==> src/sys1_crypt_pkg.sv <==
// program ROM decryption table for one fixed key and no table download
`default_nettype none

package sys1_crypt_pkg;

	// plaintext bits that pass straight through
	localparam logic [7:0] dec_and_mask = 8'h57;

	// bits 7, 5 and 3 come from the table and flip with the flag bit
	localparam logic [7:0] dec_xor_mask = 8'hA8;

	// --------------------
	// substitution table
	// --------------------

	// index bit 2 is the inverted m1 so opcode and data halves sit side by side
	localparam logic [7:0] dec_table [0:127] = '{
		8'hA0, 8'h88, 8'h28, 8'h80, 8'h88, 8'h20, 8'hA0, 8'h08,
		8'h28, 8'hA8, 8'h00, 8'h88, 8'h20, 8'h88, 8'hA8, 8'h80,
		8'h80, 8'h00, 8'hA8, 8'h20, 8'hA8, 8'h08, 8'h20, 8'hA0,
		8'h08, 8'hA0, 8'h88, 8'h28, 8'h00, 8'hA8, 8'h80, 8'h28,
		8'hA8, 8'h20, 8'h80, 8'h00, 8'h80, 8'hA0, 8'h08, 8'h88,
		8'h88, 8'h08, 8'hA0, 8'hA8, 8'h28, 8'h00, 8'h88, 8'h20,
		8'h20, 8'h80, 8'h08, 8'hA0, 8'hA0, 8'h28, 8'h00, 8'hA8,
		8'h00, 8'h28, 8'hA8, 8'h88, 8'h08, 8'h80, 8'h28, 8'hA0,
		8'h28, 8'h88, 8'h20, 8'h08, 8'h88, 8'hA8, 8'h80, 8'h00,
		8'hA0, 8'h00, 8'h88, 8'hA8, 8'h20, 8'h08, 8'hA8, 8'h28,
		8'h88, 8'hA8, 8'h00, 8'h20, 8'h80, 8'h20, 8'h08, 8'hA8,
		8'h80, 8'h20, 8'h28, 8'h00, 8'hA8, 8'h88, 8'hA0, 8'h08,
		8'h08, 8'h80, 8'hA0, 8'h28, 8'h08, 8'h00, 8'h20, 8'h88,
		8'hA8, 8'h28, 8'h80, 8'h08, 8'hA0, 8'h80, 8'h28, 8'h00,
		8'h20, 8'hA0, 8'h08, 8'h80, 8'h28, 8'hA8, 8'h88, 8'h20,
		8'h88, 8'h08, 8'hA0, 8'hA8, 8'h00, 8'h20, 8'hA8, 8'h80
	};

	// --------------------
	// table index
	// --------------------

	// four address bits, the fetch type, then bits 5 and 3 folded with the flag
	function automatic logic [6:0] dec_index(
		input logic [14:0] adr,
		input logic        m1,
		input logic [7:0]  data
	);
		logic f;
		f = data[7];
		return {adr[12], adr[8], adr[4], adr[0], ~m1, data[5] ^ f, data[3] ^ f};
	endfunction

endpackage

`default_nettype wire

==> src/prg_decrypt.sv <==
// combinational ROM decryptor that needs the external ROM to answer within the same cycle
`default_nettype none
`timescale 1ns/10ps

module prg_decrypt (
	input  wire  [14:0] reg_adr,
	input  wire         reg_m1,
	input  wire  [7:0]  rom_do,
	output logic [14:0] rom_addr,
	output logic [7:0]  rom_plain
);

	import sys1_crypt_pkg::*;

	logic       flag;
	logic [6:0] tbl_idx;
	logic [7:0] tbl_val;
	logic [7:0] flip;
	logic [7:0] kept;

	// --------------------
	// rom access
	// --------------------

	// address comes straight from the decode registers
	assign rom_addr = reg_adr;

	// --------------------
	// decryption
	// --------------------

	// top bit of the cipher byte selects the flipped half
	assign flag = rom_do[7];

	// index mixes address bits with the opcode fetch flag
	assign tbl_idx = dec_index(reg_adr, reg_m1, rom_do);

	assign tbl_val = dec_table[tbl_idx];

	// flag copied onto bits 7, 5 and 3
	assign flip = {8{flag}} & dec_xor_mask;

	// bits 6, 4, 2, 1 and 0 are not encrypted
	assign kept = rom_do & dec_and_mask;

	assign rom_plain = kept | (tbl_val ^ flip);

endmodule

`default_nettype wire

==> config.mk <==
export PLATFORM = sky130hd
export DESIGN_NAME = prg_decrypt
export DESIGN_NICKNAME = d
export VERILOG_FILES = /design/src/sys1_crypt_pkg.sv /design/src/prg_decrypt.sv
export SDC_FILE = /design/constraint.sdc
export NUM_CORES = 1
export LEC_CHECK = 0
export BUFFER_PORTS_ARGS = -buffer_cell sky130_fd_sc_hd__buf_2
export CAP_MARGIN = 10
export CORE_UTILIZATION = 55
export DETAILED_ROUTE_END_ITERATION = 8
export PLACE_DENSITY = 0.95
export SYNTH_ARGS = -nofsm -noshare
export SYNTH_HDL_FRONTEND = slang
export SYNTH_SLANG_ARGS = --single-unit
==> constraint.sdc <==
create_clock -name vclk -period 5.21
set_clock_uncertainty 0.15 [all_clocks]
set_input_delay 0.521 -clock vclk [all_inputs]
set_output_delay 0.521 -clock vclk [all_outputs]
set_load 0.01 [all_outputs]
==> results.ini <==
[die]
dieArea_sq_um=2420
floorplan.initialDensity_pct=60.7
core_area_sq_um=2020
die_h_um=49.2
die_w_um=49.2
io_pins=47
rows=16

[route]
route.detailed.drc=0
vias=1314
drt_pass1_iterations=5
vias_per_cell=7.14
totalWireLength_um=3270
ant_nets=0
drtIter0Drc=125
wire_per_inst_um=17.8

[sta]
finalSetupViolations=0
finalMaxSlewViolations=0
post-route-min-period_ns=3.93
max_freq_mhz=255
finalWorstSetupSlack_ns=1.28
finalHoldViolCount=0
fin_crit_sh_pct=75.3
max_slew_margin_pct=51.3
fin_setup_tns_ns=0
rsz0062_at_grt=false
worst_pin_slew_ns=0.730

[critical_path]
crit_arrival_ns=3.25
startpoint_type=input pin
worstPathRequired_ns=4.54
endpoint_kind=output port
worstSetupPathType=input pin to output port
path_max_fanout=15

[placement]
place_ws_ns=1.36
portBuffers=15
placed_area_sq_um=1110
gp_congestion=1.01
dpl.hpwl_um=2320

[logic_synthesis]
synth_cell_types=49
synth_area_sq_um=1230
syn_area_per_cell_sq_um=6.90
ys_seq_area_share_pct=0
ys.warnings.count=0
syn_nets=210
synthCells=178

[layout]
regArea_sq_um=0
syn_to_final_growth_pct=-9.28
finalInstanceArea_sq_um=1110
drive_gt1_share_pct=15.9
nNetsFinal=191
nFillCells=183
antenna_cells_inserted=0
clock_buffers=0
final_cell_mix=buf_2 (15), nand2_1 (13), nor2_1 (13)
multi_input_area_sq_um=956
final_common_cell=buf_2
nFlopsAndLatches=0

[power_and_ir_drop]
peakVddDrop_uv=68.6
leakagePower_uw=0.000479
powerDensity_nw_per_um2=122

[grt]
first_global_vias=1157
grt_max_degree=46
grt_pass1_wl_um=5470
antenna_found_initial=0
grtUsageTotal_pct=28.0
grt_remaining_overflow=0

[clock_network]
post_cts_resized=0
hold_buffers=0
cts_setup_buffers=0

[worst_hold_path]
hp-class=input pin to output port

[run_status]
status=complete, no violations

[job]
maxCapViolCount=0

## through the flow
stage,total power (uW),utilization [%],hold slack [ns],std cells
floorplan,116,-,0.984,178
global placement,127,55.1,0.892,184
detailed placement,132,55.1,0.892,184
CTS,132,55.1,0.892,184
global route,147,55.1,0.892,184
finish,136,55.1,0.892,184
## power breakdown
part	leakage [uW]	total [uW]	switching (uW)	internal, uW
combinational	0.000479	136	83.5	52.3
clock	0	0	0	0
sequential	0	0	0	0
total	0.000479	136	83.5	52.3
## logic make-up (layout without fill, tap and decap cells)
| logic type | count (synthesis) | in the layout | share of synthesized area [%] |
|---|---|---|---|
| simple gates | 47 | 47 | 17.9 |
| compound gates | 58 | 58 | 35.0 |
| buf+inv | 49 | 28 | 22.1 |
| fa+ha+maj | 9 | 9 | 9.07 |
| xor+xnor | 8 | 8 | 8.15 |
| mux | 7 | 7 | 7.75 |
## critical path: stages
cell	delay, ns
buf_2	0.31
xor2_2	0.41
inv_2	0.21
ha_1	0.37
or4_1	0.55
a31oi_1	0.20
nand3_1	0.12
o31ai_2	0.27
xnor2_1	0.14
buf_2	0.14
## synth_stat cells (all sizes together), types with 2 or more instances
cell	n	area share, %
a2111oi	4	2.9
a211oi	4	2.4
a21oi	9	3.7
a221oi	2	1.4
a2bb2oi	2	1.4
a311oi	2	1.4
a31oi	3	1.5
buf	31	17
clkbuf	5	1.5
ha	8	8.2
inv	13	4.0
mux2i	5	4.1
mux4	2	3.7
nand2	13	4.0
nand2b	8	4.1
nand3	3	1.2
nor2	13	4.0
nor3	5	2.0
o211a	3	2.4
o211ai	3	1.8
o21ai	10	4.1
o221ai	2	1.4
o311a	2	1.6
o311ai	2	1.4
o31ai	2	1.6
xnor2	4	2.9
xor2	3	3.4
## final timing paths
kind	startpoint	endpoint	slack [ns]	depth (start not counted)
max	rom_do[7]	rom_plain[7]	1.28	10
min	reg_adr[11]	rom_addr[11]	0.89	0
## layout make-up
cell class | count | share of cell area (%)
Timing Repair Buffer | 15 | 6.74
Multi-Input combinational cell | 129 | 85.8
Tap cell | 27 | 3.03
Inverter | 13 | 4.38
## layer usage
metal  vias to the layer above  wire length [um]  global-route usage, %
met3                        31               385                   1.87
li1                        591                 -                      -
met5                         -                 0                      0
met2                       110              1480                   46.3
met4                         0               162                   11.8
met1                       582              1240                   37.0
Note: power is estimated with default switching activity, not from simulation.
