===== src/sys1_bus_pkg.sv =====
// read source codes and map constants where I/O ports decode only adr[4:0] and mirror elsewhere
`default_nettype none

package sys1_bus_pkg;

	// --------------------
	// read sources
	// --------------------

	// src_none reads as open bus
	typedef enum logic [3:0] {
		src_video = 4'd0,
		src_in0   = 4'd1,
		src_in1   = 4'd2,
		src_in2   = 4'd3,
		src_dsw0  = 4'd4,
		src_dsw1  = 4'd5,
		src_ram   = 4'd6,
		src_rom   = 4'd7,
		src_none  = 4'd8
	} rd_src_t;

	// --------------------
	// I/O port codes
	// --------------------

	// write only ports
	localparam logic [4:0] io_snd_req  = 5'h18;
	localparam logic [4:0] io_vid_mode = 5'h19;

	// --------------------
	// memory map
	// --------------------

	// rom sits below 8000 and needs no constant
	localparam logic [3:0] ram_base_hi = 4'hC;

	// undriven data bus
	localparam logic [7:0] open_bus = 8'hFF;

endpackage

`default_nettype wire

===== src/main_decode.sv =====
// bus decode stage that expects exclusive mreq and iorq and ignores rd for source choice
`default_nettype none
`timescale 1ns/10ps

module main_decode #(
	parameter int RAM_AW = 12
) (
	input  wire                    CPUCLn,
	input  wire                    reset,
	input  wire  [15:0]            adr,
	input  wire  [7:0]             dout,
	input  wire                    m1,
	input  wire                    mreq,
	input  wire                    iorq,
	input  wire                    rd,
	input  wire                    wr,
	input  wire                    vid_cs,
	input  wire  [7:0]             vid_do,
	output sys1_bus_pkg::rd_src_t  rd_src,
	output logic [15:0]            reg_adr,
	output logic                   reg_m1,
	output logic [7:0]             reg_vid_do,
	output logic                   ram_we,
	output logic [RAM_AW-1:0]      ram_addr,
	output logic [7:0]             ram_wdata,
	output logic                   mem_wr,
	output logic                   snd_rq,
	output logic [7:0]             vid_mode
);

	import sys1_bus_pkg::*;

	rd_src_t src_next;
	logic    ram_hit;
	logic    io_wr;

	assign ram_hit = (adr[15:12] == ram_base_hi);
	assign io_wr   = iorq & wr;

	// --------------------
	// source priority
	// --------------------

	always_comb begin
		src_next = src_none;
		if (vid_cs) begin
			src_next = src_video;
		end else if (iorq) begin
			case (adr[4:0])
				5'h00, 5'h01, 5'h02, 5'h03: src_next = src_in0;
				5'h04, 5'h05, 5'h06, 5'h07: src_next = src_in1;
				5'h08, 5'h09, 5'h0A, 5'h0B: src_next = src_in2;
				5'h0C, 5'h0E:               src_next = src_dsw0;
				5'h0D, 5'h0F, 5'h10:        src_next = src_dsw1;
				default:                    src_next = src_none;
			endcase
		end else if (mreq) begin
			if (!adr[15]) begin
				src_next = src_rom;
			end else if (ram_hit) begin
				src_next = src_ram;
			end
		end
	end

	// --------------------
	// control registers
	// --------------------

	always_ff @(posedge CPUCLn) begin
		if (reset) begin
			rd_src   <= src_none;
			ram_we   <= 1'b0;
			mem_wr   <= 1'b0;
			snd_rq   <= 1'b0;
			vid_mode <= 8'h00;
		end else begin
			rd_src <= src_next;
			ram_we <= mreq & wr & ram_hit;
			mem_wr <= mreq & wr;
			// high for every cycle the port write is held
			snd_rq <= io_wr & (adr[4:0] == io_snd_req);
			if (io_wr && (adr[4:0] == io_vid_mode)) begin
				vid_mode <= dout;
			end
		end
	end

	// address and data travel alongside rd_src
	always_ff @(posedge CPUCLn) begin
		reg_adr    <= adr;
		reg_m1     <= m1;
		reg_vid_do <= vid_do;
		ram_addr   <= adr[RAM_AW-1:0];
		ram_wdata  <= dout;
	end

	// the CPU never opens a memory and an I/O cycle together
	a_mreq_iorq_excl: assert property (@(posedge CPUCLn) disable iff (reset)
		!(mreq && iorq))
		else $error("mreq and iorq both high");

	// read and write strobes never overlap on the bus
	a_rd_wr_excl: assert property (@(posedge CPUCLn) disable iff (reset)
		!(rd && wr))
		else $error("rd and wr both high");

endmodule

`default_nettype wire


===== config.mk =====
export PLATFORM = sky130hd
export DESIGN_NAME = main_decode
export DESIGN_NICKNAME = d
export VERILOG_FILES = /design/src/sys1_bus_pkg.sv /design/src/main_decode.sv
export SDC_FILE = /design/constraint.sdc
export NUM_CORES = 1
export LEC_CHECK = 0
export BUFFER_PORTS_ARGS = -buffer_cell sky130_fd_sc_hd__buf_2
export CORE_MARGIN = 4
export CORE_UTILIZATION = 39
export CTS_CLUSTER_SIZE = 20
export DETAILED_ROUTE_END_ITERATION = 16
export PLACE_DENSITY = 0.77
export RECOVER_POWER = 50
export SLEW_MARGIN = 20
export SYNTH_ARGS = -nofsm -noshare
export SYNTH_HDL_FRONTEND = slang
export SYNTH_SLANG_ARGS = --single-unit

===== constraint.sdc =====
create_clock -name CPUCLn -period 1.33 [get_ports CPUCLn]
set_clock_uncertainty 0.15 [all_clocks]
set_input_delay 0.1995 -clock CPUCLn [delete_from_list [all_inputs] [get_ports CPUCLn]]
set_output_delay 0.1995 -clock CPUCLn [all_outputs]
set_load 0.02 [all_outputs]

==> results.json, run 1 <==
{
  "antenna_found_initial": 0,
  "grt_max_degree": 15,
  "fin_area_um2": 2311,
  "synthCells": 117,
  "clk_pin_slew_ns": 0.13,
  "maxSlewHeadroom_pct": 77.34,
  "synth_top_family_by_area": "compound AO/OA/AOI/OAI gates",
  "p_per_area_nw_per_um2": 1263,
  "num_io_pins": 100,
  "power.switching_mw": 0.6639,
  "power_frac_seq_pct": 52.0,
  "grt_overflow": 0,
  "drcViolationCount": 0,
  "rows": 21,
  "final_util_pct": 67.66,
  "status": "finished clean",
  "grt_pass1_wl_um": 5906,
  "crit_fanout": 12,
  "syn_nets": 159,
  "power_frac_clock_pct": 34.4,
  "ys_ff_latch": 48,
  "synth_xor_area_share_pct": 0,
  "pre_cts_ws_ns": -0.05295,
  "grt_usage_pct": 17.57,
  "post-route-min-period_ns": 1.271,
  "dp_hpwl_um": 2479,
  "cts_buffer_depth": 2,
  "layout.cells.non_filler": 293,
  "finalMaxSlewViolations": 0,
  "fin_setup_tns_ns": 0,
  "startpoint_type": "input port",
  "gp_congestion": 0.6943,
  "setup_viol": 0,
  "netlist_area_um2": 1409,
  "dpl_cell_area_um2": 1856,
  "synth_cell_types": 27,
  "path_class": "input port to register",
  "synth_compound_area_share_pct": 10.92,
  "synthAdderAreaFrac_pct": 1.776,
  "p_int_mw": 2.255,
  "drtIter0Drc": 49,
  "p_comb_share_pct": 13.6,
  "cp-end-kind": "register",
  "fin_crit_sh_pct": 95.57,
  "cts.htree.levels": 2,
  "fin_nets": 289,
  "arrival_ns": 1.39,
  "critical_path_required_ns": 1.45,
  "clockRootBuffer": "clkbuf_4",
  "p_leak_nw": 1.093,
  "yosys.area_share.simple_pct": 9.769,
  "dieWidth_um": 68.11,
  "fmax_mhz": 786.7,
  "port_buffers": 98,
  "cts.sinks": 48,
  "routedWlPerCell_um": 13.33,
  "setup_slack_ns": 0.05892,
  "yosys_warnings": 0,
  "die_h_um": 68.11,
  "rsz0062_at_grt": "false",
  "syn_avg_cell_area_um2": 12.04,
  "vias": 1298,
  "min-delay-path-class": "input port to register",
  "insertedDiodeCount": 0,
  "clock_latency_ns": 0.36,
  "grt_pass1_vias": 1364,
  "layout-drive-gt1-share_pct": 37.65,
  "via_per_inst": 4.430,
  "worst_slew_pin_slew_ns": 0.3392,
  "syn_to_final_growth_pct": 64.03,
  "die_area_um2": 4638,
  "p_total_mw": 2.918,
  "detail-route-antenna-nets": 0,
  "cts_tree": "built",
  "cts_made_buffers": 5,
  "drtPass1Iterations": 4,
  "post_cts_buffers": 0,
  "wl_um": 3907,
  "dp_cells": 248,
  "seq_area_frac_synth_pct": 68.21,
  "vdd_drop_max_uv": 892.7,
  "start_util_pct": 41.25,
  "synth_mux_area_share_pct": 0,
  "p_sw_share_pct": 22.75,
  "hold_violations": 0,
  "core_um2": 3416,
  "maxCapViolCount": 0,
  "holdWs_ns": 0.04837
}
registers in the layout (all words and copies together) (netlist names):
name,flops
mem_wr,1
ram_addr,11
ram_wdata,8
ram_we,1
rd_src,4
reg_adr,5
reg_m1,1
reg_vid_do,8
snd_rq,1
vid_mode,8
layer usage:
metal	vias up	GRT usage (%)	share of wire [%]
met5	-	0	0
met4	0	7.196	1.6
li1	648	-	-
met3	7	8.046	13
met1	570	15.51	36
met2	73	33.69	50
cells by family (layout without fill, tap and decap cells):
logic type | Yosys count | after routing
adders and majority gates | 2 | 2
buffers and inverters | 19 | 149
and+or+nand+nor | 23 | 23
AOI/OAI and AO/OA | 25 | 25
DFF | 48 | 48
power by group through the flow:
stage | Combinational, mW | Clock [mW] | Sequential, mW
2_1_floorplan | 0.0962 | 0 | 1.63
3_3_place_gp | 0.311 | 0 | 1.55
3_5_place_dp | 0.314 | 0 | 1.55
4_1_cts | 0.399 | 1.03 | 1.52
5_1_grt | 0.428 | 1.08 | 1.52
6_report | 0.396 | 1.01 | 1.52
cells in the mapped netlist, drive strengths merged:
cell type	number	area share, %
a21boi	1	0.53
a21oi	9	3.2
a31o	1	0.62
and3	2	0.89
and3b	2	1.2
buf	14	8.0
clkbuf	1	0.27
dfxtp	48	68
ha	2	1.8
inv	4	1.1
nand2	2	0.53
nand2b	1	0.44
nand3	9	3.6
nand3b	1	0.53
nor2	2	0.53
nor2b	1	0.44
nor3b	1	0.53
nor4	1	0.44
o21ai	10	3.6
o221ai	1	0.62
o31a	1	0.62
o32ai	1	0.62
o41ai	1	1.2
or3b	1	0.62
worst paths after layout:
check,start,to,slack (ns),depth (start not counted)
max,reset,ram_we,0.06,5
min,iorq,rd_src[2],0.05,3
max reg2reg,vid_mode[3],vid_mode[3],0.55,2
min reg2reg,vid_mode[5],vid_mode[5],0.33,2
layout by cell type (no fill, tap or decap):
cell           Yosys  final
buf_2              0     72
dfxtp_1           48     48
dlygate4sd3_1      0     38
clkbuf_1           1     16
clkbuf_2           0     10
a21oi_1            9      9
nand3_1            8      8
o21ai_1            7      7
clkbuf_4           0      5
inv_1              4      4
o21ai_0            3      3
nor2_1             2      2
nand2_1            2      2
and3_1             2      2
ha_1               2      2
bufinv_16          0      2
nor3b_1            1      1
nor2b_1            1      1
or3b_1             1      1
a21boi_0           0      1
o31a_1             1      1
o221ai_1           1      1
and3b_1            2      1
and3b_2            0      1
nand3_2            1      1
nand3b_1           1      1
o41ai_2            1      1
a31o_1             1      1
o32ai_1            1      1
nand2b_1           1      1
nor4_1             1      1
buf_1              0      1
buf_4             12      1
what timing repair did:
| action | 4_1_cts | 5_1_grt |
|---|---|---|
| hold endpoints to repair | 47 | 0 |
| gates resized for setup | 0 | 1 |
| hold buffers | 38 | 0 |
| endpoints found under the setup margin | 0 | 6 |
cell type report:
cell class	count	area, um2
fillers	277	1105
flip-flops and latches	48	960.9
repair buffers	138	862.1
multi-input cells	50	317.8
clock inverters	2	60.06
well taps	46	57.56
clock buffers	5	37.54
inverters	4	15.01
worst max-delay path: stages:
cell and delay [ns]:
dlygate4sd3_1 0.53, buf_2 0.26, nand2b_1 0.18, nor2_1 0.05, and3_1 0.17
Power figures use the tool's default switching activity.
==> run 2: changes to the inputs <==
Settings changed: MAX_ROUTING_LAYER set to met4, TNS_END_PERCENT set to 1.
==> run 2 against run 1 <==
Compared with the run above: final area did not move; sequential share of layout area unchanged; critical path type unchanged; critical path depth is the same; total power shrank 0.17%; clock power is essentially flat; sequential power barely moved; maximum frequency grew 0.41%; global-route usage grew 0.43 points; core utilization unchanged; largest cell class unchanged.
==> results.json, run 2 (synthesis gave the netlist of run 1 again) <==
{
  "cts_tree": "built",
  "layout-drive-gt1-share_pct": 37.65,
  "syn_to_final_growth_pct": 64.03,
  "via_per_inst": 4.468,
  "cts.htree.levels": 2,
  "startpoint_type": "input port",
  "dieWidth_um": 68.11,
  "rsz0062_at_grt": "false",
  "insertedDiodeCount": 0,
  "largest_reg_flops": 11,
  "final_cell_mix": "buf_2 (71), dfxtp_1 (48), dlygate4sd3_1 (38)",
  "p_leak_nw": 1.093,
  "critical_path_required_ns": 1.45,
  "finalMaxSlewViolations": 0,
  "cts_buffer_depth": 2,
  "worst_slew_pin_slew_ns": 0.3401,
  "r2r_setup_slack_ns": 0.54,
  "power_frac_clock_pct": 34.3,
  "p_int_mw": 2.255,
  "fin_crit_sh_pct": 95.18,
  "gp_congestion": 0.7018,
  "cts.sinks": 48,
  "fin_nets": 289,
  "grt_pass1_vias": 1356,
  "min-delay-path-class": "input port to register",
  "p_total_mw": 2.913,
  "num_io_pins": 100,
  "vdd_drop_max_uv": 893.9,
  "post_cts_buffers": 0,
  "dp_hpwl_um": 2479,
  "p_sw_share_pct": 22.62,
  "cp-end-kind": "register",
  "grt_pass1_wl_um": 5920,
  "status": "finished clean",
  "maxCapViolCount": 0,
  "cp_slowest_cell": "dlygate4sd3_1",
  "dp_cells": 248,
  "grt_usage_pct": 18.00,
  "rows": 21,
  "power.switching_mw": 0.6589,
  "antenna_found_initial": 0,
  "drtPass1Iterations": 4,
  "crit_path_cell_trace": "dlygate4sd3_1, buf_2, nand2b_1, nor2_1, and3_1",
  "fin_setup_tns_ns": 0,
  "wl_um": 3907,
  "slowest_delay_ns": 0.53,
  "maxSlewHeadroom_pct": 77.28,
  "path_class": "input port to register",
  "hold_violations": 0,
  "die_h_um": 68.11,
  "clockRootBuffer": "clkbuf_4",
  "fmax_mhz": 789.9,
  "grt_max_degree": 15,
  "grt_overflow": 0,
  "clk_pin_slew_ns": 0.13,
  "start_util_pct": 41.25,
  "cts_made_buffers": 5,
  "drcViolationCount": 0,
  "layout_commonest_cell": "buf_2",
  "clock_latency_ns": 0.35,
  "die_area_um2": 4638,
  "power_frac_seq_pct": 52.1,
  "crit_fanout": 12,
  "p_per_area_nw_per_um2": 1261,
  "largest-register": "ram_addr",
  "detail-route-antenna-nets": 0,
  "arrival_ns": 1.39,
  "vias": 1309,
  "layout.cells.non_filler": 293,
  "routedWlPerCell_um": 13.33,
  "core_um2": 3416,
  "post-route-min-period_ns": 1.266,
  "drtIter0Drc": 62,
  "setup_viol": 0,
  "port_buffers": 98,
  "p_comb_share_pct": 13.6
}
==> run 2: final timing paths <==
kind          startpoint          end  cells past startpoint
max                reset       ram_we                      5
min                 iorq    rd_src[2]                      3
max reg2reg  vid_mode[3]  vid_mode[3]                      2
min reg2reg  vid_mode[0]  vid_mode[0]                      2
==> run 2: critical path: cells and delay by family <==
family,cells,cell delay [ns]
simple gates,3,0.40
buf+inv,2,0.78
==> run 2: cell type report <==
class / instances / area, um2
Inverter: 4 / 15.01
Tap cell: 46 / 57.56
Fill cell: 277 / 1105
Sequential cell: 48 / 960.9
Clock inverter: 2 / 60.06
Timing Repair Buffer: 138 / 862.1
Multi-Input combinational cell: 50 / 317.8
Clock buffer: 5 / 37.54
==> run 2: power by group through the flow <==
stage                     clock network (mW)  registers, mW  logic, mW
after floorplan                            0           1.63     0.0962
after global placement                     0           1.55      0.311
after detailed placement                   0           1.55      0.314
after CTS                               1.03           1.52      0.399
after global routing                    1.08           1.53      0.428
final                                   1.00           1.52      0.395
==> run 2: repair_timing <==
action / CTS / global route
endpoints found under the hold margin: 47 / 0
hold buffers: 38 / 0
endpoints found under the setup margin: 0 / 7
resized for setup: 0 / 1
==> run 2: stage by stage <==
step / setup slack [ns] / hold WS (ns) / util (%) / area [um2]
2_1_floorplan: 0.1669 / 0.07722 / - / 1409
3_3_place_gp: 0.008035 / 0.1518 / 54.32 / 1856
3_5_place_dp: -0.05295 / 0.1533 / 54.32 / 1856
4_1_cts: 0.02525 / 0.03052 / 68.32 / 2333
5_1_grt: 0.008968 / 0.07266 / 67.66 / 2311
6_report: 0.06409 / 0.05360 / 67.66 / 2311
==> run 2: per-layer routing <==
metal / global-route usage, % / part of all wire (%) / vias to the layer above
li1: - / - / 647
met1: 16.22 / 37 / 574
met2: 33.57 / 49 / 81
met3: 6.240 / 12 / 7
met4: 7.940 / 1.7 / 0
met5: - / 0 / -
==> run 3: changes to the inputs <==
Settings changed: CELL_PAD_IN_SITES_DETAIL_PLACEMENT set to 1, CELL_PAD_IN_SITES_GLOBAL_PLACEMENT set to 2, CORE_UTILIZATION 39 to 22, PLACE_DENSITY 0.77 to not set, PLACE_DENSITY_LB_ADDON set to 0.1.
==> run 3 against run 2 <==
Compared with the run above: first-iteration DRC count shrank 79%; global-route usage shrank 6.4 points; clock power shrank 20%; sequential share of layout area grew 0.39 points; non-clock buffer count shrank 4; final area shrank 0.92%; core utilization shrank 30 points; wire length grew 9.3%; final cell count grew 8.5%; die area grew 67%; register-to-register slack is essentially flat; largest cell class unchanged.
==> results.json, run 3 (synthesis gave the netlist of run 1 again) <==
{
  "post_cts_buffers": 0,
  "insertedDiodeCount": 0,
  "via_per_inst": 4.110,
  "worst_slew_pin_slew_ns": 0.3584,
  "layout_commonest_cell": "buf_2",
  "fill_cells": 706,
  "vdd_drop_max_uv": 398.3,
  "fin_nets": 285,
  "cp_top_family": "buffers and inverters",
  "hold_depth": 3,
  "worst-r2r-cell-count": 2,
  "startpoint_type": "input port",
  "maxCapViolCount": 0,
  "regArea_um2": 960.9,
  "cts_tree": "built",
  "arrival_ns": 1.33,
  "p_per_area_nw_per_um2": 1179,
  "final_cell_mix": "buf_2 (67), dfxtp_1 (48), dlygate4sd3_1 (34)",
  "worstSetupPathDepth": 5,
  "rows": 28,
  "crit_fanout": 3,
  "fmax_mhz": 785.9,
  "routedWlPerCell_um": 13.42,
  "drcViolationCount": 0,
  "port_buffers": 98,
  "path_class": "input port to register",
  "fin_area_um2": 2290,
  "largest-register": "ram_addr",
  "cp-end-kind": "register",
  "wl_um": 4269,
  "drtPass1Iterations": 3,
  "grt_overflow": 0,
  "min-delay-path-class": "input port to register",
  "slowest_delay_ns": 0.52,
  "core_um2": 6061,
  "clk_pin_slew_ns": 0.08,
  "critical_path_required_ns": 1.38,
  "layout-drive-gt1-share_pct": 33.33,
  "cts.sinks": 48,
  "cts_buffer_depth": 2,
  "die_h_um": 88.03,
  "dpl_cell_area_um2": 1892,
  "cts_made_buffers": 5,
  "fin_crit_sh_pct": 95.67,
  "cp_slowest_cell": "dlygate4sd3_1",
  "largest_reg_flops": 11,
  "dp_hpwl_um": 3229,
  "post-route-min-period_ns": 1.272,
  "antenna_found_initial": 0,
  "multi_input_area_um2": 337.8,
  "hold_violations": 0,
  "clock_latency_ns": 0.28,
  "finalMaxSlewViolations": 0,
  "vias": 1307,
  "dieWidth_um": 88.03,
  "cts.htree.levels": 2,
  "detail-route-antenna-nets": 0,
  "crit_buf_inv": 2,
  "crit_path_cell_trace": "dlygate4sd3_1, buf_2, nor2b_4, o21ai_2, o32ai_2",
  "drtIter0Drc": 13,
  "grt_max_degree": 14,
  "clockRootBuffer": "clkbuf_8",
  "grt_pass1_wl_um": 6665,
  "p_leak_nw": 1.034,
  "syn_to_final_growth_pct": 62.52,
  "start_util_pct": 23.25,
  "die_area_um2": 7748,
  "grt_pass1_vias": 1410,
  "final_util_pct": 37.78,
  "setup_viol": 0,
  "gp_congestion": 0.7744,
  "num_io_pins": 100,
  "maxSlewHeadroom_pct": 76.04,
  "status": "finished clean",
  "grt_usage_pct": 11.55,
  "rsz0062_at_grt": "false"
}
-- run 3: changes by cell type in the layout (fill, tap and decap cells not counted), moves of 2 or more --
| cell | before | now |
|---|---|---|
| bufinv_16 | 2 | 0 |
| dlygate4sd3_1 | 38 | 34 |
| clkbuf_8 | 0 | 5 |
| buf_2 | 71 | 67 |
| clkbuf_1 | 16 | 32 |
| clkbuf_4 | 5 | 0 |
| clkbuf_2 | 11 | 1 |
-- run 3: path summary, 6_finish.rpt --
path / start / endpoint / slack [ns]
setup / recovery: mreq / rd_src[2] / 0.06
hold / removal: wr / snd_rq / 0.05
setup reg to reg: vid_mode[5] / vid_mode[5] / 0.55
hold reg to reg: vid_mode[7] / vid_mode[7] / 0.33
-- run 3: timing repair --
item,4_1_cts,5_1_grt
hold buffers,34,0
resized for setup,0,5
setup endpoints to repair,0,3
hold endpoints to repair,35,0
-- run 3: worst register-to-register path, stage by stage, from the launching register on --
cell and delay, ns:
dfxtp_1 0.33, o21ai_0 0.08, a21oi_1 0.15
-- run 3: per-stage QoR --
stage          instances  setup TNS [ns]  setup slack, ns  hold WS [ns]  power, mW
2_1_floorplan        117               0           0.1669       0.07722      1.727
3_3_place_gp         277        -0.05891         -0.01391        0.1526      1.867
3_5_place_dp         277         -0.4316         -0.06101        0.1536      1.873
4_1_cts              318               0          0.03431       0.01178      2.765
5_1_grt              318               0         0.006824       0.04470      2.871
6_report             318               0          0.05756       0.04884      2.700
-- run 3: cell type report --
cell class / instances / area share [%]
inverters: 4 / 0.6557
flip-flops and latches: 48 / 41.97
multi-input cells: 50 / 14.75
clock inverters: 1 / 0.2186
clock buffers: 6 / 3.169
repair buffers: 134 / 35.14
well taps: 75 / 4.098
-- run 3: per-layer routing --
| layer | part of all wire, % | global-route usage [%] | routed length, um |
|---|---|---|---|
| met3 | 8.7 | 3.857 | 371 |
| met2 | 51 | 20.75 | 2176 |
| met4 | 2.2 | 4.396 | 95 |
| met5 | 0 | - | 0 |
| met1 | 38 | 11.52 | 1625 |
-- run 3: power by group --
group / internal (mW) / switching, mW / total, mW
clock: 0.358 / 0.438 / 0.796
sequential: 1.50 / 0.0178 / 1.52
combinational: 0.170 / 0.218 / 0.389
