===== src/sys1_bus_pkg.sv =====
// read source codes and map constants where I/O ports decode only adr[4:0] and mirror elsewhere
`default_nettype none

package sys1_bus_pkg;

	// --------------------
	// read sources
	// --------------------

	// src_none reads as open bus
	typedef enum logic [3:0] {
		src_video = 4'd0,
		src_in0   = 4'd1,
		src_in1   = 4'd2,
		src_in2   = 4'd3,
		src_dsw0  = 4'd4,
		src_dsw1  = 4'd5,
		src_ram   = 4'd6,
		src_rom   = 4'd7,
		src_none  = 4'd8
	} rd_src_t;

	// --------------------
	// I/O port codes
	// --------------------

	// write only ports
	localparam logic [4:0] io_snd_req  = 5'h18;
	localparam logic [4:0] io_vid_mode = 5'h19;

	// --------------------
	// memory map
	// --------------------

	// rom sits below 8000 and needs no constant
	localparam logic [3:0] ram_base_hi = 4'hC;

	// undriven data bus
	localparam logic [7:0] open_bus = 8'hFF;

endpackage

`default_nettype wire

===== src/read_select.sv =====
// CPU read mux that registers one byte per cycle and shows open bus for unmapped reads
`default_nettype none
`timescale 1ns/10ps

module read_select (
	input  wire                   CPUCLn,
	input  wire                   reset,
	input  sys1_bus_pkg::rd_src_t rd_src,
	input  wire  [7:0]            in0,
	input  wire  [7:0]            in1,
	input  wire  [7:0]            in2,
	input  wire  [7:0]            dsw0,
	input  wire  [7:0]            dsw1,
	input  wire  [7:0]            vid_do,
	input  wire  [7:0]            ram_do,
	input  wire  [7:0]            rom_plain,
	output logic [7:0]            din
);

	import sys1_bus_pkg::*;

	logic [7:0] sel_byte;

	// --------------------
	// source mux
	// --------------------

	always_comb begin
		case (rd_src)
			src_video: sel_byte = vid_do;
			src_in0:   sel_byte = in0;
			src_in1:   sel_byte = in1;
			src_in2:   sel_byte = in2;
			src_dsw0:  sel_byte = dsw0;
			src_dsw1:  sel_byte = dsw1;
			src_ram:   sel_byte = ram_do;
			src_rom:   sel_byte = rom_plain;
			default:   sel_byte = open_bus;
		endcase
	end

	// --------------------
	// output register
	// --------------------

	// second pipeline edge
	always_ff @(posedge CPUCLn) begin
		if (reset) begin
			din <= open_bus;
		end else begin
			din <= sel_byte;
		end
	end

	// decode stage must hand over a clean source once out of reset
	a_src_known: assert property (@(posedge CPUCLn) disable iff (reset)
		!$isunknown(rd_src))
		else $error("rd_src unknown after reset");

endmodule

`default_nettype wire


===== config.mk =====
export PLATFORM = sky130hd
export DESIGN_NAME = read_select
export DESIGN_NICKNAME = d
export VERILOG_FILES = /design/src/sys1_bus_pkg.sv /design/src/read_select.sv
export SDC_FILE = /design/constraint.sdc
export NUM_CORES = 1
export LEC_CHECK = 0
export BUFFER_PORTS_ARGS = -buffer_cell sky130_fd_sc_hd__buf_4
export CORE_MARGIN = 2
export CORE_UTILIZATION = 37
export CTS_BUF_LIST = sky130_fd_sc_hd__clkbuf_16
export DETAILED_ROUTE_END_ITERATION = 10
export MAX_ROUTING_LAYER = met4
export PLACE_DENSITY = 0.82
export SLEW_MARGIN = 25
export SYNTH_ARGS = -nofsm -noshare
export SYNTH_HDL_FRONTEND = slang
export SYNTH_SLANG_ARGS = --single-unit

===== constraint.sdc =====
create_clock -name CPUCLn -period 2.15 [get_ports CPUCLn]
set_input_delay 0.43 -clock CPUCLn [delete_from_list [all_inputs] [get_ports CPUCLn]]
set_output_delay 0.43 -clock CPUCLn [all_outputs]
set_load 0.005 [all_outputs]

==> results.sh, run 1 <==
export IMPL_cts_htree_levels=1
export IMPL_clock_sinks=8
export IMPL_area_growth_pct=76.1
export IMPL_grt_pass1_wl_mm=4.73
export IMPL_worst_pin_slew_ns=0.352
export IMPL_grt_use_met2_pct=42.0
export IMPL_synth_warnings=0
export IMPL_top_usage_layer="met2"
export IMPL_finalCriticalPeriod_ns=1.55
export IMPL_drt_vias_per_instance=5.59
export IMPL_multi_input_area_um2=622
export IMPL_hold_ws_ns=0.452
export IMPL_core_rowCount=17
export IMPL_fp_dieH_um=52.0
export IMPL_irDropWorstVdd_uv=284
export IMPL_outcome="finished clean"
export IMPL_setup_viol=0
export IMPL_drt_iter0_drc=30
export IMPL_hold_viol=0
export IMPL_cts_resized=0
export IMPL_avgSynthCellArea_um2=8.44
export IMPL_overflow=0
export IMPL_crit_path_max_fanout=29
export IMPL_placed_area_um2=1430
export IMPL_crit_type="in -> reg"
export IMPL_syn_area_um2=852
export IMPL_fillers=196
export IMPL_rsz0062_at_grt="no"
export IMPL_drc_errors=0
export IMPL_yosysTopAreaCell="dfxtp_1"
export IMPL_grt_util_met1_pct=26.4
export IMPL_drt_wl_total_mm=3.08
export IMPL_syn_nets=171
export IMPL_hold_buffers=0
export IMPL_via_count=1117
export IMPL_cts_tree="yes"
export IMPL_dieArea_um2=2700
export IMPL_regMostFlops="din"
export IMPL_root_buffer="clkbuf_16"
export IMPL_first_pass_iters=4
export IMPL_cts_setup_buffers=0
export IMPL_setup_worst_path_start_class="primary input"
export IMPL_clk_path_buf_depth=2
export IMPL_synthTopCellsByArea="dfxtp_1, mux2_2, a22oi_1"
export IMPL_antenna_found_initial=0
export IMPL_worst_ep_required_time_ns=2.25
export IMPL_track_usage_pct=24.3
export IMPL_io_pins=78
export IMPL_max_cap_violations=0
export IMPL_synth_cell_types=39
export IMPL_initial_core_util_pct=38.9
export IMPL_final_seq_area_um2=160
export IMPL_hold_path_class="in -> reg"
export IMPL_fmax_mhz=645
export IMPL_crit_path_end_kind="flip-flop"
export IMPL_grt_pass1_vias=1095
export IMPL_synth_top_area_share_pct=18.8
export IMPL_cellPowerDensity_nw_per_um2=461
export IMPL_clk_pin_slew_worst_paths_ns=0.04
export IMPL_instances_no_fill=200
export IMPL_p_leak_nw=0.681
export IMPL_place_congestion=0.899
export IMPL_relSlewSlack_pct=75.9
export IMPL_cts_buffers=3
export IMPL_wire_per_inst_um=15.4
export IMPL_drtAntennaViolNets=0
export IMPL_power_mw=0.692
export IMPL_synthCells=101
export IMPL_dp_cells=197
export IMPL_coreArea_um2=2190
export IMPL_insertedDiodeCount=0
export IMPL_die_width_um=52.0
export IMPL_layout_drive_gt1_share_pct=55.8
export IMPL_grt_max_degree=35
export IMPL_ys_seq_area_share_pct=18.8
export IMPL_nets=244
export IMPL_final_design_area_no_fill_um2=1500
export IMPL_cp_data_arrival_time_ns=1.65
export IMPL_top_regs="din: 8 flops"
export IMPL_portBuffers=77
export IMPL_use_met3_pct=3.45
export IMPL_finalCritPeriodShare_pct=72.1
export IMPL_synth_seq_cells=8
export IMPL_setup_tns_ns=0
export IMPL_maxSlewViolCount=0
export IMPL_largest_reg_flops=8
export IMPL_hpwl_mm=2.41
-- per-stage QoR --
stage               util (%)  setup WS, ns
floorplan                  -         0.390
global placement        65.0         0.388
detailed placement      65.0         0.360
CTS                     68.5         0.599
global route            68.5         0.540
finish                  68.5         0.600
-- cell families after synthesis --
kind of cell    share of synthesized area [%]
buf+inv                                  8.22
mux                                      19.2
flops                                    18.8
compound gates                           27.6
simple gates                             26.1
-- path summary, 6_finish.rpt --
| path | from | end | slack, ns | depth (start not counted) |
|---|---|---|---|---|
| worst max-delay path | rd_src[2] | din[2]$_SDFF_PP1_ | 0.60 | 4 |
| worst min-delay path | vid_do[3] | din[3]$_SDFF_PP1_ | 0.45 | 3 |
-- synthesized netlist by cell type, drive strengths merged --
master,n
and3,2
or3b,1
nand3,1
nor2,2
a32oi,3
nand2,2
dfxtp,8
nor3,1
nor3b,3
a311o,1
or4,1
nor2b,6
clkbuf,4
nor4b,1
a21oi,4
inv,4
and4b,1
buf,7
nor4bb,1
o211ai,3
or4b,1
mux2,11
nand4,2
a2111oi,1
nand2b,1
nand3b,4
a22oi,7
a211oi,1
a211o,1
and2,1
or2,1
a221oi,3
o221ai,4
a311oi,1
and3b,1
a31o,1
mux2i,4
-- metal layers --
layer	wire length [um]	up-vias	share of wire [%]
met1	1170	508	38
met5	0	-	0
met2	1600	57	52
met3	244	6	7.9
met4	60	0	1.9
li1	-	546	-
-- layout make-up --
class	instances	share of cell area (%)
Clock buffer	3	5.00
Inverter	4	1.00
Multi-Input combinational cell	78	41.5
Sequential cell	8	10.7
Tap cell	28	2.34
Timing Repair Buffer	79	39.5
-- power breakdown --
group / switching (mW) / total [mW] / internal (mW)
Clock: 0.0715 / 0.311 / 0.240
Sequential: 0.00263 / 0.162 / 0.159
Combinational: 0.0805 / 0.219 / 0.139
Total: 0.155 / 0.692 / 0.537
-- critical path, stage by stage --
cell     delay, ns
buf_4         0.20
nor2b_1       0.17
a311o_1       0.34
or4_1         0.51
-- cell usage in the layout (no fill, tap or decap), types with 4 or more instances in the layout --
cell type  synthesis  final
inv_1              4      4
nand3b_1           4      4
buf_4              0     79
dfxtp_1            8      8
o221ai_1           4      4
a22oi_1            7      7
mux2i_1            4      4
a21oi_1            4      4
nor2b_1            6      6
mux2_2            11     11
Power figures use the tool's default switching activity.
==> run 2, diff against run 1 <==
--- a/config.mk
+++ b/config.mk
@@ -7,11 +7,11 @@
 export LEC_CHECK = 0
 export BUFFER_PORTS_ARGS = -buffer_cell sky130_fd_sc_hd__buf_4
 export CORE_MARGIN = 2
-export CORE_UTILIZATION = 37
+export CORE_UTILIZATION = 33
 export CTS_BUF_LIST = sky130_fd_sc_hd__clkbuf_16
 export DETAILED_ROUTE_END_ITERATION = 10
 export MAX_ROUTING_LAYER = met4
-export PLACE_DENSITY = 0.82
+export PLACE_DENSITY = 0.78
 export SLEW_MARGIN = 25
 export SYNTH_ARGS = -nofsm -noshare
 export SYNTH_HDL_FRONTEND = slang
==> constraint.sdc (replaced) <==
create_clock -name CPUCLn -period 1.3 [get_ports CPUCLn]
set_input_delay 0.26 -clock CPUCLn [delete_from_list [all_inputs] [get_ports CPUCLn]]
set_output_delay 0.26 -clock CPUCLn [all_outputs]
set_load 0.005 [all_outputs]
==> run 2 against run 1 <==
  * Power increased by 77%
  * Wire length increased by 6.1%
  * Global-route usage increased by 0.50 points
  * Core utilization decreased by 0.89 points
  * Hold slack got worse by 0.20 ns
  * Non-clock buffer count increased by 19
  * Sequential power increased by 65%
  * Flip-flop and latch count unchanged
  * Combinational power increased by 89%
  * Sequential share of layout area decreased by 1.0 points
  * Critical endpoint unchanged
  * Highest routed layer unchanged
==> results.sh, run 2 (same netlist as run 1, synthesis figures left out) <==
export IMPL_worst_path_buf_inv=1
export IMPL_hold_buffers=0
export IMPL_cp_data_arrival_time_ns=1.34
export IMPL_crit_cells=4
export IMPL_clock_sinks=8
export IMPL_final_util_pct=67.6
export IMPL_multi_input_area_um2=623
export IMPL_drt_vias_per_instance=5.38
export IMPL_crit_slowest_cell="or4_1"
export IMPL_cellPowerDensity_nw_per_um2=738
export IMPL_setup_viol=0
export IMPL_setup_worst_path_start_class="primary input"
export IMPL_slowest_delay_ns=0.38
export IMPL_mostFrequentLayoutCell="buf_4"
export IMPL_dp_cells=218
export IMPL_layout_drive_gt1_share_pct=60.2
export IMPL_clk_pin_slew_worst_paths_ns=0.04
export IMPL_track_usage_pct=24.8
export IMPL_top_regs="din: 8 flops"
export IMPL_cts_htree_levels=1
export IMPL_cts_resized=0
export IMPL_outcome="finished clean"
export IMPL_crit_type="in -> reg"
export IMPL_initial_core_util_pct=34.7
export IMPL_cp_top_family="simple AND/OR/NAND/NOR gates"
export IMPL_io_pins=78
export IMPL_hold_path_depth=3
export IMPL_grt_pass1_vias=1169
export IMPL_fmax_mhz=813
export IMPL_overflow=0
export IMPL_hold_ws_ns=0.254
export IMPL_fillers=195
export IMPL_final_seq_area_um2=160
export IMPL_die_width_um=54.8
export IMPL_crit_path_end_kind="flip-flop"
export IMPL_irDropWorstVdd_uv=586
export IMPL_cts_tree="yes"
export IMPL_dieArea_um2=3000
export IMPL_worst_ep_required_time_ns=1.41
export IMPL_place_congestion=0.828
export IMPL_insertedDiodeCount=0
export IMPL_drt_wl_total_mm=3.27
export IMPL_grt_max_degree=20
export IMPL_relSlewSlack_pct=73.1
export IMPL_instances_no_fill=221
export IMPL_coreArea_um2=2450
export IMPL_placed_area_um2=1580
export IMPL_setup_tns_ns=0
export IMPL_hpwl_mm=2.59
export IMPL_grt_pass1_wl_mm=5.11
export IMPL_clk_path_buf_depth=2
export IMPL_rsz0062_at_grt="no"
export IMPL_maxSlewViolCount=0
export IMPL_core_rowCount=18
export IMPL_setup_slack_ns=0.0703
export IMPL_antenna_found_initial=0
export IMPL_nets=263
export IMPL_portBuffers=77
export IMPL_wire_per_inst_um=14.8
export IMPL_crit_path_max_fanout=4
export IMPL_hold_viol=0
export IMPL_post_place_ws_ns=-0.153
export IMPL_drt_iter0_drc=22
export IMPL_drc_errors=0
export IMPL_finalCriticalPeriod_ns=1.23
export IMPL_final_cell_mix="buf_4, mux2_2, dfxtp_1"
export IMPL_fp_dieH_um=54.8
export IMPL_max_cap_violations=0
export IMPL_cts_setup_buffers=0
export IMPL_crit_chain="buf_4, or2_0, a311o_1, or4_1"
export IMPL_finalCritPeriodShare_pct=94.6
export IMPL_power_mw=1.22
export IMPL_hold_path_class="in -> reg"
export IMPL_p_leak_nw=0.777
export IMPL_area_growth_pct=94.7
export IMPL_drtAntennaViolNets=0
export IMPL_worst_pin_slew_ns=0.401
export IMPL_first_pass_iters=4
export IMPL_via_count=1190
export IMPL_root_buffer="clkbuf_16"
export IMPL_cts_buffers=3
export IMPL_final_design_area_no_fill_um2=1660
export IMPL_largest_reg_flops=8
export IMPL_regMostFlops="din"
-- run 2: cell types whose count changed in the layout (fill, tap and decap cells not counted), sizes merged --
cell and delta:
buf +19
-- run 2: final cells by class --
type                            count  share of cell area (%)
Inverter                            4                   0.905
Multi-Input combinational cell     78                    37.6
Tap cell                           30                    2.26
Timing Repair Buffer               98                    45.1
Sequential cell                     8                    9.65
Clock buffer                        3                    4.52
-- run 2: routing by layer --
| metal | vias up | part of all wire (%) | global-route usage (%) |
|---|---|---|---|
| met2 | 68 | 50 | 41.3 |
| met5 | - | 0 | - |
| met1 | 536 | 39 | 27.8 |
| met3 | 6 | 9.8 | 5.74 |
| li1 | 580 | - | - |
| met4 | 0 | 1.2 | 11.7 |
-- run 2: final timing paths --
kind | start | to | slack (ns)
setup / recovery | reset | din[2]$_SDFF_PP1_ | 0.07
hold / removal | vid_do[3] | din[3]$_SDFF_PP1_ | 0.25
-- run 2: tightest hold or removal path: stages --
cell,delay [ns]
buf_4,0.08
a221oi_1,0.06
o221ai_1,0.05
-- run 2: power breakdown --
part | total (mW) | internal, mW | switching, mW
combinational | 0.414 | 0.270 | 0.144
sequential | 0.268 | 0.263 | 0.00523
clock | 0.543 | 0.399 | 0.144
==> run 3, diff against run 2 <==
--- a/config.mk
+++ b/config.mk
@@ -5,13 +5,15 @@
 export SDC_FILE = /design/constraint.sdc
 export NUM_CORES = 1
 export LEC_CHECK = 0
+export ABC_AREA = 1
 export BUFFER_PORTS_ARGS = -buffer_cell sky130_fd_sc_hd__buf_4
+export CAP_MARGIN = 20
 export CORE_MARGIN = 2
 export CORE_UTILIZATION = 33
 export CTS_BUF_LIST = sky130_fd_sc_hd__clkbuf_16
 export DETAILED_ROUTE_END_ITERATION = 10
 export MAX_ROUTING_LAYER = met4
-export PLACE_DENSITY = 0.78
+export PLACE_DENSITY = 0.77
 export SLEW_MARGIN = 25
 export SYNTH_ARGS = -nofsm -noshare
 export SYNTH_HDL_FRONTEND = slang
==> run 3 against run 2 <==
  * Setup slack better by 0.28 ns
  * Core utilization down 4.1 points
  * Critical path depth up 3
  * Synthesized cell count is 62% higher
  * Critical endpoint is now din[5]$_SDFF_PP1_
==> results.sh, run 3 <==
export IMPL_root_buffer="clkbuf_16"
export IMPL_synthCells=164
export IMPL_cp_data_arrival_time_ns=1.12
export IMPL_power_frac_seq_pct=23.8
export IMPL_top_usage_layer="met2"
export IMPL_mostFrequentLayoutCell="buf_4"
export IMPL_largest_reg_flops=8
export IMPL_finalCriticalPeriod_ns=0.945
export IMPL_clock_sinks=8
export IMPL_top_regs="din: 8 flops"
export IMPL_path_common_cell="nor2_1"
export IMPL_core_rowCount=18
export IMPL_regMostFlops="din"
export IMPL_setup_worst_path_start_class="primary input"
export IMPL_hold_path_class="in -> reg"
export IMPL_crit_path_end_kind="flip-flop"
export IMPL_grt_use_met2_pct=36.1
export IMPL_p_leak_nw=0.857
export IMPL_syn_nets=234
export IMPL_hold_viol=0
export IMPL_coreArea_um2=2480
export IMPL_ys_seq_area_share_pct=18.6
export IMPL_synthTopCellsByArea="nand3_1, dfxtp_1, nand2_1"
export IMPL_p_sw_share_pct=23.5
export IMPL_fp_dieH_um=55.2
export IMPL_initial_core_util_pct=34.8
export IMPL_relSlewSlack_pct=76.5
export IMPL_cp_top_family="simple AND/OR/NAND/NOR gates"
export IMPL_synth_commonest_cells="nand3_1, nand2_1, nor2_1"
export IMPL_clk_pin_slew_worst_paths_ns=0.04
export IMPL_worst_pin_slew_ns=0.352
export IMPL_yosysTopAreaCell="nand3_1"
export IMPL_finalCritPeriodShare_pct=72.7
export IMPL_drc_errors=0
export IMPL_irDropWorstVdd_uv=641
export IMPL_antenna_found_initial=0
export IMPL_grt_pass1_vias=1078
export IMPL_io_pins=78
export IMPL_layout_drive_gt1_share_pct=38.6
export IMPL_nets=313
export IMPL_drt_wl_total_mm=2.98
export IMPL_dp_cells=268
export IMPL_cellPowerDensity_nw_per_um2=719
export IMPL_avgSynthCellArea_um2=5.26
export IMPL_crit_type="in -> reg"
export IMPL_power_switching_mw=0.266
export IMPL_grt_max_degree=33
export IMPL_place_congestion=0.830
export IMPL_worst_ep_required_time_ns=1.47
export IMPL_overflow=0
export IMPL_rsz0062_at_grt="no"
export IMPL_clk_path_buf_depth=2
export IMPL_die_width_um=55.2
export IMPL_crit_slowest_cell="nand2_1"
export IMPL_drtAntennaViolNets=0
export IMPL_area_growth_pct=82.0
export IMPL_wire_per_inst_um=11.0
export IMPL_cts_htree_levels=1
export IMPL_hold_buffers=0
export IMPL_cts_resized=0
export IMPL_hp_start="dsw1[0]"
export IMPL_hold_end="din[0]$_SDFF_PP1_"
export IMPL_setup_tns_ns=0
export IMPL_max_cap_violations=0
export IMPL_synth_cell_types=10
export IMPL_hpwl_mm=2.42
export IMPL_grt_util_met1_pct=26.6
export IMPL_cts_tree="yes"
export IMPL_portBuffers=77
export IMPL_outcome="finished clean"
export IMPL_synth_edf_count=0
export IMPL_final_cell_mix="buf_4, nand3_1, nand2_1"
export IMPL_maxSlewViolCount=0
export IMPL_setup_viol=0
export IMPL_crit_chain="buf_4, inv_2, nor2_4, nand2_1, nor2_1, nor2_1, nand3_1"
export IMPL_synth_seq_cells=8
export IMPL_hold_path_depth=5
export IMPL_synth_most_common_cell="nand3_1"
export IMPL_synth_top_area_share_pct=37.1
export IMPL_use_met3_pct=3.76
export IMPL_drt_iter0_drc=30
export IMPL_drt_vias_per_instance=4.72
export IMPL_grt_pass1_wl_mm=4.63
export IMPL_crit_path_max_fanout=9
export IMPL_insertedDiodeCount=0
export IMPL_first_pass_iters=4
export IMPL_synth_warnings=0
export IMPL_track_usage_pct=22.0
export IMPL_cts_setup_buffers=0
export IMPL_fmax_mhz=1060
export IMPL_syn_area_um2=863
export IMPL_p_int_mw=0.865
export IMPL_async_flop_share_pct=0
export IMPL_dieArea_um2=3040
export IMPL_clkPwrFrac_pct=45.7
export IMPL_p_comb_share_pct=30.5
export IMPL_synth_top_flop_cell="dfxtp_1"
export IMPL_cts_buffers=3
export IMPL_via_count=1279
export IMPL_instances_no_fill=271
export IMPL_slowest_delay_ns=0.23
export IMPL_worst_path_buf_inv=2
## run 3: cell types whose count changed after synthesis, sizes merged, moves of 6 or more
cell / change
nand2: +32
nor2b: -6
nor2: +28
inv: +16
nand3: +63
a22oi: -7
mux2: -11
## run 3: power groups by stage
stage          logic [mW]  registers, mW  clock network [mW]
2_1_floorplan       0.118          0.274                   0
3_3_place_gp        0.346          0.273                   0
3_5_place_dp        0.346          0.273                   0
4_1_cts             0.348          0.269               0.521
5_1_grt             0.385          0.270               0.534
6_report            0.345          0.269               0.517
## run 3: kinds of logic (layout without fill, tap and decap cells)
logic type	count (synthesis)	count (layout)	synth area share, %
and+or+nand+nor	128	128	67.2
buffers and inverters	28	105	14.2
DFF	8	8	18.6
## run 3: worst max path at each step
stage | from | to | slack, ns | cells after the start
after detailed placement | rd_src[1] | din[5]$_SDFF_PP1_ | 0.10 | 7
after CTS | rd_src[1] | din[5]$_SDFF_PP1_ | 0.34 | 7
after global routing | rd_src[1] | din[5]$_SDFF_PP1_ | 0.20 | 7
after global placement | rd_src[1] | din[0]$_SDFF_PP1_ | 0.16 | 7
after floorplan | rd_src[3] | din[4]$_SDFF_PP1_ | 0.35 | 6
final | rd_src[1] | din[5]$_SDFF_PP1_ | 0.36 | 7
## run 3: area by class of cell
cell class / count / area (um2)
tap: 30 / 37.5
timing repair buffer: 82 / 641
fill: 254 / 906
sequential: 8 / 160
multi-input combinational: 128 / 583
inverter: 20 / 75.1
clock buffer: 3 / 75.1
## run 3: stage by stage
stage               worst slack, ns  util, %  total power [mW]  area, um2  hold WS, ns
global route                  0.203     63.4              1.19       1570        0.369
floorplan                     0.346        -             0.392        863        0.476
finish                        0.355     63.4              1.13       1570        0.342
global placement              0.163     60.4             0.619       1500        0.577
detailed placement            0.102     60.4             0.619       1500        0.582
CTS                           0.336     63.4              1.14       1570        0.343
## run 3: per-layer routing
| layer | routed length [um] | vias up | share of wire, % |
|---|---|---|---|
| met5 | 0 | - | 0 |
| met3 | 278 | 6 | 9.3 |
| met1 | 1220 | 530 | 41 |
| met2 | 1420 | 60 | 48 |
| li1 | - | 683 | - |
| met4 | 63 | 0 | 2.1 |
